`src/spi_cmd_pkg.sv`:
```
package spi_cmd_pkg;

  // register address and read byte.
  typedef logic [2:0] reg_addr_t;
  typedef logic [7:0] rd_data_t;

  // write command, bit 11 set.
  typedef struct packed {
    logic      wr_flag;
    reg_addr_t addr;
    logic [7:0] data;
  } wr_view_t;

  // read command, bit 11 clear; low byte is don't care.
  typedef struct packed {
    logic      wr_flag;
    reg_addr_t addr;
    logic [7:0] unused;
  } rd_view_t;

  // one 12-bit word, decoded by its top bit.
  typedef union packed {
    wr_view_t wr;
    rd_view_t rd;
  } cmd_word_t;

endpackage

```
`src/spi_link_pkg.sv`:
```
package spi_link_pkg;

  // engine phases; a write runs addr_shift then data_shift in one frame.
  typedef enum logic [2:0] {
    PH_IDLE,
    PH_ADDR_SHIFT,
    PH_DATA_SHIFT,
    PH_READ_GAP,
    PH_READ_SHIFT,
    PH_FINISH
  } link_phase_t;

  // frame lengths in sclk periods.
  localparam int WR_FRAME_BITS = 12;
  localparam int RD_ADDR_BITS  = 4;
  localparam int RD_DATA_BITS  = 8;

endpackage

```
`src/spi_cmd_stage.sv`:
```
module spi_cmd_stage (
  input  logic                   clk,
  input  logic                   rst_n,
  input  spi_cmd_pkg::cmd_word_t cmd_in,
  input  logic                   cmd_vld,
  input  logic                   take,
  output logic                   cmd_rdy,
  output logic                   hold_vld,
  output spi_cmd_pkg::cmd_word_t hold_cmd
);

  logic accept;

  // ready while empty, or while the engine drains the entry this cycle.
  assign cmd_rdy = !hold_vld || take;
  assign accept  = cmd_vld && cmd_rdy;

  always_ff @(posedge clk or negedge rst_n)
  begin
    if (!rst_n)
    begin
      hold_vld <= 1'b0;
    end
    else if (accept)
    begin
      // refill wins over take in the same cycle.
      hold_vld <= 1'b1;
    end
    else if (take)
    begin
      hold_vld <= 1'b0;
    end
  end

  always_ff @(posedge clk)
  begin
    if (accept)
    begin
      hold_cmd <= cmd_in;
    end
  end

endmodule

```
`src/spi_master_top.sv`:
```
module spi_master_top #(
  parameter int SCLK_HALF = 4,
  parameter int READ_GAP  = 100
) (
  input  logic                   clk,
  input  logic                   rst_n,
  input  spi_cmd_pkg::cmd_word_t cmd_in,
  input  logic                   cmd_vld,
  input  logic                   miso,
  output logic                   cmd_rdy,
  output logic                   sclk,
  output logic                   cs_n,
  output logic                   mosi,
  output logic                   read_vld,
  output spi_cmd_pkg::reg_addr_t read_addr,
  output spi_cmd_pkg::rd_data_t  read_data
);

  logic                   hold_vld;
  spi_cmd_pkg::cmd_word_t hold_cmd;
  logic                   take;
  logic                   cap_vld;
  spi_cmd_pkg::reg_addr_t cap_addr;
  spi_cmd_pkg::rd_data_t  cap_data;

  spi_cmd_stage u_cmd_stage (
    .clk      (clk),
    .rst_n    (rst_n),
    .cmd_in   (cmd_in),
    .cmd_vld  (cmd_vld),
    .take     (take),
    .cmd_rdy  (cmd_rdy),
    .hold_vld (hold_vld),
    .hold_cmd (hold_cmd)
  );

  spi_shift_engine #(
    .SCLK_HALF (SCLK_HALF),
    .READ_GAP  (READ_GAP)
  ) u_shift_engine (
    .clk      (clk),
    .rst_n    (rst_n),
    .hold_vld (hold_vld),
    .hold_cmd (hold_cmd),
    .miso     (miso),
    .take     (take),
    .sclk     (sclk),
    .cs_n     (cs_n),
    .mosi     (mosi),
    .cap_vld  (cap_vld),
    .cap_addr (cap_addr),
    .cap_data (cap_data)
  );

  spi_read_stage u_read_stage (
    .clk       (clk),
    .rst_n     (rst_n),
    .cap_vld   (cap_vld),
    .cap_addr  (cap_addr),
    .cap_data  (cap_data),
    .read_vld  (read_vld),
    .read_addr (read_addr),
    .read_data (read_data)
  );

endmodule

```
`src/spi_read_stage.sv`:
```
module spi_read_stage (
  input  logic                   clk,
  input  logic                   rst_n,
  input  logic                   cap_vld,
  input  spi_cmd_pkg::reg_addr_t cap_addr,
  input  spi_cmd_pkg::rd_data_t  cap_data,
  output logic                   read_vld,
  output spi_cmd_pkg::reg_addr_t read_addr,
  output spi_cmd_pkg::rd_data_t  read_data
);

  always_ff @(posedge clk or negedge rst_n)
  begin
    if (!rst_n)
    begin
      read_vld <= 1'b0;
    end
    else
    begin
      read_vld <= cap_vld;
    end
  end

  // address and byte hold until the next completed read.
  always_ff @(posedge clk)
  begin
    if (cap_vld)
    begin
      read_addr <= cap_addr;
      read_data <= cap_data;
    end
  end

endmodule

```
`src/spi_shift_engine.sv`:
```
module spi_shift_engine #(
  parameter int SCLK_HALF = 4,
  parameter int READ_GAP  = 100
) (
  input  logic                   clk,
  input  logic                   rst_n,
  input  logic                   hold_vld,
  input  spi_cmd_pkg::cmd_word_t hold_cmd,
  input  logic                   miso,
  output logic                   take,
  output logic                   sclk,
  output logic                   cs_n,
  output logic                   mosi,
  output logic                   cap_vld,
  output spi_cmd_pkg::reg_addr_t cap_addr,
  output spi_cmd_pkg::rd_data_t  cap_data
);

  localparam int HALF_W  = $clog2(SCLK_HALF + 1);
  localparam int GAP_MAX = (READ_GAP > SCLK_HALF) ? READ_GAP : SCLK_HALF;
  localparam int GAP_W   = $clog2(GAP_MAX + 1);
  localparam int BIT_W   = $clog2(spi_link_pkg::WR_FRAME_BITS + 1);
  localparam int TX_W    = spi_link_pkg::WR_FRAME_BITS;

  localparam logic [BIT_W-1:0] ADDR_LAST = BIT_W'(spi_link_pkg::RD_ADDR_BITS - 1);
  localparam logic [BIT_W-1:0] WR_LAST   = BIT_W'(spi_link_pkg::WR_FRAME_BITS - 1);
  localparam logic [BIT_W-1:0] RD_LAST   = BIT_W'(spi_link_pkg::RD_DATA_BITS - 1);

  spi_link_pkg::link_phase_t phase;

  logic [HALF_W-1:0] half_cnt;
  logic [BIT_W-1:0]  bit_cnt;
  logic [GAP_W-1:0]  gap_cnt;
  logic [TX_W-1:0]   tx_sh;
  logic              is_read;
  logic              mosi_upd;
  logic              tx_phase;
  logic              frame_start;
  logic              shifting;
  logic              half_end;
  logic              sclk_rise;
  logic              sclk_fall;

  assign take     = (phase == spi_link_pkg::PH_IDLE) && hold_vld;
  assign tx_phase = (phase == spi_link_pkg::PH_ADDR_SHIFT) ||
                    (phase == spi_link_pkg::PH_DATA_SHIFT);

  // a shift phase entered with cs_n still high opens a new frame.
  assign frame_start = cs_n && ((phase == spi_link_pkg::PH_ADDR_SHIFT) ||
                                (phase == spi_link_pkg::PH_READ_SHIFT));
  assign shifting    = !cs_n && (tx_phase || (phase == spi_link_pkg::PH_READ_SHIFT));
  assign half_end    = (half_cnt == HALF_W'(SCLK_HALF - 1));
  assign sclk_rise   = shifting && half_end && !sclk;
  assign sclk_fall   = shifting && half_end && sclk;

  always_ff @(posedge clk or negedge rst_n)
  begin
    if (!rst_n)
    begin
      phase    <= spi_link_pkg::PH_IDLE;
      cs_n     <= 1'b1;
      sclk     <= 1'b0;
      mosi     <= 1'b0;
      half_cnt <= '0;
      bit_cnt  <= '0;
      gap_cnt  <= '0;
      mosi_upd <= 1'b0;
      cap_vld  <= 1'b0;
    end
    else
    begin
      mosi_upd <= 1'b0;
      if (frame_start)
      begin
        cs_n     <= 1'b0;
        half_cnt <= '0;
        bit_cnt  <= '0;
        // first mosi bit goes out one cycle after cs_n falls.
        mosi_upd <= tx_phase;
      end
      else if (shifting)
      begin
        gap_cnt <= '0;
        if (half_end)
        begin
          half_cnt <= '0;
          sclk     <= ~sclk;
        end
        else
        begin
          half_cnt <= half_cnt + 1'b1;
        end
        if (sclk_fall)
        begin
          bit_cnt  <= bit_cnt + 1'b1;
          mosi_upd <= 1'b1;
        end
      end

      if (tx_phase && mosi_upd)
      begin
        mosi <= tx_sh[TX_W-1];
      end
      else if (!tx_phase)
      begin
        mosi <= 1'b0;
      end

      // one cycle after the last rising edge of a read data frame.
      cap_vld <= (phase == spi_link_pkg::PH_READ_SHIFT) && !cs_n && sclk &&
                 (half_cnt == '0) && (bit_cnt == RD_LAST);

      case (phase)
        spi_link_pkg::PH_IDLE:
        begin
          if (take)
            phase <= spi_link_pkg::PH_ADDR_SHIFT;
        end
        spi_link_pkg::PH_ADDR_SHIFT:
        begin
          if (sclk_fall && (bit_cnt == ADDR_LAST))
            phase <= is_read ? spi_link_pkg::PH_READ_GAP : spi_link_pkg::PH_DATA_SHIFT;
        end
        spi_link_pkg::PH_DATA_SHIFT:
        begin
          if (sclk_fall && (bit_cnt == WR_LAST))
            phase <= spi_link_pkg::PH_FINISH;
        end
        spi_link_pkg::PH_READ_GAP:
        begin
          // cs_n high for exactly READ_GAP cycles before the data frame.
          cs_n    <= 1'b1;
          gap_cnt <= gap_cnt + 1'b1;
          if (gap_cnt == GAP_W'(READ_GAP - 1))
            phase <= spi_link_pkg::PH_READ_SHIFT;
        end
        spi_link_pkg::PH_READ_SHIFT:
        begin
          if (sclk_fall && (bit_cnt == RD_LAST))
            phase <= spi_link_pkg::PH_FINISH;
        end
        spi_link_pkg::PH_FINISH:
        begin
          cs_n    <= 1'b1;
          gap_cnt <= gap_cnt + 1'b1;
          if (gap_cnt == GAP_W'(SCLK_HALF - 1))
            phase <= spi_link_pkg::PH_IDLE;
        end
        default:
        begin
          phase <= spi_link_pkg::PH_IDLE;
        end
      endcase
    end
  end

  always_ff @(posedge clk)
  begin
    if (take)
    begin
      is_read  <= !hold_cmd.wr.wr_flag;
      cap_addr <= hold_cmd.rd.addr;
      if (hold_cmd.wr.wr_flag)
        tx_sh <= {hold_cmd.wr.wr_flag, hold_cmd.wr.addr, hold_cmd.wr.data};
      else
        tx_sh <= {hold_cmd.rd.wr_flag, hold_cmd.rd.addr, {spi_link_pkg::RD_DATA_BITS{1'b0}}};
    end
    else if (tx_phase && mosi_upd)
    begin
      tx_sh <= {tx_sh[TX_W-2:0], 1'b0};
    end

    // miso sampled on rising sclk, msb first.
    if (sclk_rise && (phase == spi_link_pkg::PH_READ_SHIFT))
    begin
      cap_data <= {cap_data[6:0], miso};
    end
  end

endmodule

```
`config.mk`:
```
export PLATFORM = sky130hd
export DESIGN_NAME = spi_master_top
export DESIGN_NICKNAME = d
export VERILOG_FILES = /design/src/spi_cmd_pkg.sv /design/src/spi_link_pkg.sv /design/src/spi_cmd_stage.sv /design/src/spi_master_top.sv /design/src/spi_read_stage.sv /design/src/spi_shift_engine.sv
export SDC_FILE = /design/constraint.sdc
export NUM_CORES = 1
export LEC_CHECK = 0
export BUFFER_PORTS_ARGS = -buffer_cell sky130_fd_sc_hd__buf_2
export CORE_MARGIN = 2
export CORE_UTILIZATION = 50
export CTS_CLUSTER_DIAMETER = 200
export DETAILED_ROUTE_END_ITERATION = 16
export MAX_ROUTING_LAYER = met4
export PLACE_DENSITY = 0.7
export RECOVER_POWER = 50
export SLEW_MARGIN = 20
export SYNTH_ARGS = -nofsm -noshare
export SYNTH_HDL_FRONTEND = slang
export SYNTH_SLANG_ARGS = --single-unit
```
`constraint.sdc`:
```
create_clock -name clk -period 2.6 [get_ports clk]
set_input_delay 0.52 -clock clk [delete_from_list [all_inputs] [get_ports clk]]
set_output_delay 0.52 -clock clk [all_outputs]
set_load 0.05 [all_outputs]
```
==> metrics.md <==
| Metric | Value |
|---|---|
| Largest net degree at the start of global routing | 25 |
| Cell with the most instances after synthesis | edfxtp_1 |
| Cell leakage power | 1.29 nW |
| Worst path arrival time | roughly 1.8 ns |
| Async set-reset flop share out of synthesis | 33.8% |
| Clock tree from TritonCTS | built |
| Fraction of layout instances using a drive strength above 1 | a little over a fifth |
| CTS Buffer Depth | 2 |
| I/O pins | 32 |
| Global placement routability congestion | 0.888 |
| H-tree depth reported by CTS | 3 |
| Leading post-synthesis cells by instance count | 47 x edfxtp_1, 32 x nand2_1, 23 x dfrtp_1 |
| Area share of the largest cell type after synthesis | 47.3% |
| DR vias/cell | approximately 5.2 |
| Floorplan die width | between 80 and 90 um |
| Synth Area in Compound Gates | 9.26% |
| Initial Utilization | about half |
| Cell type with the highest aggregate area in the netlist | edfxtp_1 |
| Clk Tree Root Cell | clkbuf_8 |
| Clock sink count | 71 |
| Slowest cell on crit path | dfrtp_1 |
| Net count of the mapped netlist | between 200 and 250 |
| Final Max Tran Viols | 0 |
| Yosys cell types | between 50 and 60 |
| Post-Synth Simple-Gate Area | 13.6% |
| Setup tns final | 0 ns |
| Syn. warnings | 0 |
| Main area contributors after synthesis | edfxtp_1 47%, dfrtp_1 19%, nand2_1 4.0% |
| Port Buffers | 31 |
| Filler cell count | approximately 480 |
| WP data required | around 2.1 ns |
| Slew Limit Headroom | approximately 14% |
| Total core area | between 0.005 and 0.006 mm2 |
| Number of setup buffers added after CTS | 0 |
| Sequential cell area in the final layout | ~0.002 mm2 |
| P&R area growth vs syn | 13.2% |
| CTS Buf Count | 9 |
| Die span in y | 81.3 um |
| Diode insertion count for antenna repair | 0 |
| Via count | roughly 1.8k |
| Count of unresolved DRC violations after routing | 0 |
| Number of enable-type register cells in the synthesized netlist | 47 |
| Antenna violations before repair | 0 |
| Synthesized-area fraction occupied by xor and xnor cells | between 2 and 3% |
| Reg-to-Reg End | u_shift_engine.phase[1]$_DFFE_PN0P_ |
| Area of the multi-input gates | slightly below 900 um2 |
| Register area share after synthesis | around two thirds |
| Number of routed nets with antenna violations | 0 |
| Destination of the worst hold path | u_shift_engine.cap_data[0]$_DFFE_PP_ |
| Setup violators final | 0 |
| Number of endpoints with negative hold slack in the final report | 0 |
| Maxcap violations | 0 |
| RSZ-0062 raised after global routing | false |
| DIE AREA | 0.00661 mm2 |
| Hold Path Class | in2reg |
| Clk_skew | 0.00824 ns |
| Clock edge transition at the registers on the reported setup and hold paths | about 0.08 ns |
| Worst-margin pin slew | roughly 1.3 ns |
| Final Hold Slack | around 0.35 ns |
| DRT Pass-1 Iters | 4 |
| Summed instance area of the synthesized netlist | 0.00299 mm2 |
| Number of cells traversed by the worst register-to-register path | 5 |
| Overall routed net length | 4.63 mm |
| Post-synthesis mux area share | 2.30% |
| Critical-path cell list | nor3_1 -> nand2b_1 -> buf_2 |
| Portion of the clock cycle consumed by the worst path in the final layout | about 88% |
| Wire length of the first global-routing pass | 7.57 mm |
| Result of the run | finished clean |
| Count of cells resized by post-cts repair | 0 |
| CP Max Fanout | 15 |
| Combinational family with the most area after synthesis | simple AND/OR/NAND/NOR gates |
| Post-route minimum period | between 2 and 2.5 ns |
| Final net count | between 200 and 300 |
| Post-synthesis adder-cell area fraction | ~1.7% |
| Average wire length per cell after detail routing | 13.5 um |
| Crit path capture type | output port |
| HPWL after detailed placement | about 3.2 mm |
| Number of cells produced by synthesis | between 200 and 250 |
| Power per standard cell area | between 600 and 700 mW/mm2 |
| Worst hold path startpoint | miso |
| Latest clock arrival within the worst-skew pair | around 0.34 ns |
| Leading register cell type out of synthesis | edfxtp_1 |
| Cts hold-fix bufs | 0 |
| DRC marker count from the first detailed-route iteration | 120 |
| Syn_area_per_cell | 13.1 um2 |
| Depth of the worst hold-timing path | 1 |
| Seq cells post-synth | 71 |
| Final global-route overflow total | 0 |
| Core Rows | 28 |
| Worst vdd ir | 0.371 mV |
| Max frequency | approximately 440 MHz |
| Combined global-route utilization of all metal layers | approximately 16% |
| CP Launch Type | register |
| Worst setup slack for register-to-register paths | 0.45 ns |
| Startpoint of the lowest-slack register-to-register path | u_shift_engine.phase[0]$_DFFE_PN0P_ |
| Type of the worst setup path | reg2out |
| Vias in the first global route | 1584 |
| Worst path max stage delay | about 0.60 ns |
critical path, delay by kind of cell (launching register included):
kind                   cells  cell delay [ns]
buffers and inverters      1             0.28
flip-flops                 1             0.60
AND/OR/NAND/NOR            2             0.53
power by group:
group	internal, mW	leakage [nW]	switching (mW)
sequential	1.20	0.727	0.000000000000000288
clock	0.435	0.0988	0.390
combinational	0.00767	0.467	0.00944
total	1.64	1.29	0.399
logic make-up (layout without fill, tap and decap cells):
kind of cell / count (synthesis) / after routing
AND/OR/NAND/NOR: 81 / 81
flip-flops: 71 / 71
AO/OA/AOI/OAI: 42 / 42
buffers and inverters: 17 / 57
XOR/XNOR: 7 / 7
multiplexers: 6 / 6
adder cells (fa/ha/maj): 4 / 4
how the worst max path moves through the flow:
stage	start	endpoint	slack, ns	cells past startpoint
after global placement	u_shift_engine.phase[0]$_DFFE_PN0P_	u_shift_engine.cap_data[0]$_DFFE_PP_	0.50	4
after global routing	u_shift_engine.phase[1]$_DFFE_PN0P_	cmd_rdy	0.13	3
after floorplan	u_shift_engine.cs_n$_DFFE_PN1P_	u_shift_engine.cap_data[0]$_DFFE_PP_	0.28	4
after detailed placement	u_shift_engine.phase[0]$_DFFE_PN0P_	u_shift_engine.cap_data[2]$_DFFE_PP_	0.47	4
final	u_shift_engine.phase[1]$_DFFE_PN0P_	cmd_rdy	0.32	3
after CTS	u_shift_engine.phase[1]$_DFFE_PN0P_	cmd_rdy	0.28	3
per-layer routing:
| metal | vias up | GRT usage, % | part of all wire [%] |
|---|---|---|---|
| li1 | 891 | - | - |
| met1 | 851 | 22.0 | 49 |
| met2 | 38 | 21.9 | 45 |
| met3 | 6 | 5.67 | 4.6 |
| met4 | 0 | 5.59 | 0.99 |
| met5 | - | - | 0 |
cell usage in the layout (no fill, tap or decap), drive strengths merged, types with 2 or more instances in the layout:
| cell | synthesis | routed |
|---|---|---|
| o21ai | 21 | 21 |
| nor3 | 3 | 3 |
| o211ai | 3 | 3 |
| dfrtp | 23 | 23 |
| buf | 4 | 26 |
| nand3 | 4 | 4 |
| mux2i | 2 | 2 |
| edfxtp | 47 | 47 |
| clkbuf | 5 | 17 |
| clkinv | 0 | 5 |
| nor3b | 3 | 3 |
| nor4b | 2 | 2 |
| nand2 | 33 | 33 |
| a21oi | 5 | 5 |
| or3 | 2 | 2 |
| xnor2 | 5 | 5 |
| a2111oi | 2 | 2 |
| xor2 | 2 | 2 |
| ha | 4 | 4 |
| mux2 | 4 | 4 |
| nor2 | 17 | 17 |
| a32o | 2 | 2 |
| a22oi | 2 | 2 |
| inv | 8 | 8 |
| and2 | 2 | 2 |
| nand2b | 4 | 4 |
| and3 | 3 | 3 |
| or2 | 2 | 2 |
| o31ai | 4 | 4 |
| nor4 | 2 | 2 |
through the flow:
stage               util (%)  cells  power (mW)  setup slack (ns)  cell area (um2)
floorplan                  -    228        1.22             0.283             2990
global placement        54.8    328        1.24             0.495             3200
detailed placement      54.8    328        1.24             0.467             3200
CTS                     58.0    343        2.06             0.282             3390
global route            57.8    343        2.12             0.134             3380
finish                  57.8    343        2.04             0.323             3380
area by class of cell:
cell class,count,share of cell area (%)
repair buffers,34,4.96
multi-input cells,140,26.3
clock buffers,9,3.66
clock inverters,6,1.85
well taps,75,2.78
inverters,8,0.888
flip-flops and latches,71,59.5
state kept, by name, indices dropped and copies added, names as in the netlist:
register	cells
u_cmd_stage.hold_cmd	12
u_cmd_stage.hold_vld	1
u_read_stage.read_addr	3
u_read_stage.read_data	8
u_read_stage.read_vld	1
u_shift_engine.bit_cnt	4
u_shift_engine.cap_addr	3
u_shift_engine.cap_data	8
u_shift_engine.cap_vld	1
u_shift_engine.cs_n	1
u_shift_engine.gap_cnt	7
u_shift_engine.half_cnt	3
u_shift_engine.is_read	1
u_shift_engine.mosi	1
u_shift_engine.mosi_upd	1
u_shift_engine.phase	3
u_shift_engine.sclk	1
u_shift_engine.tx_sh	12
No activity file was read; power rests on OpenSTA's default activity.
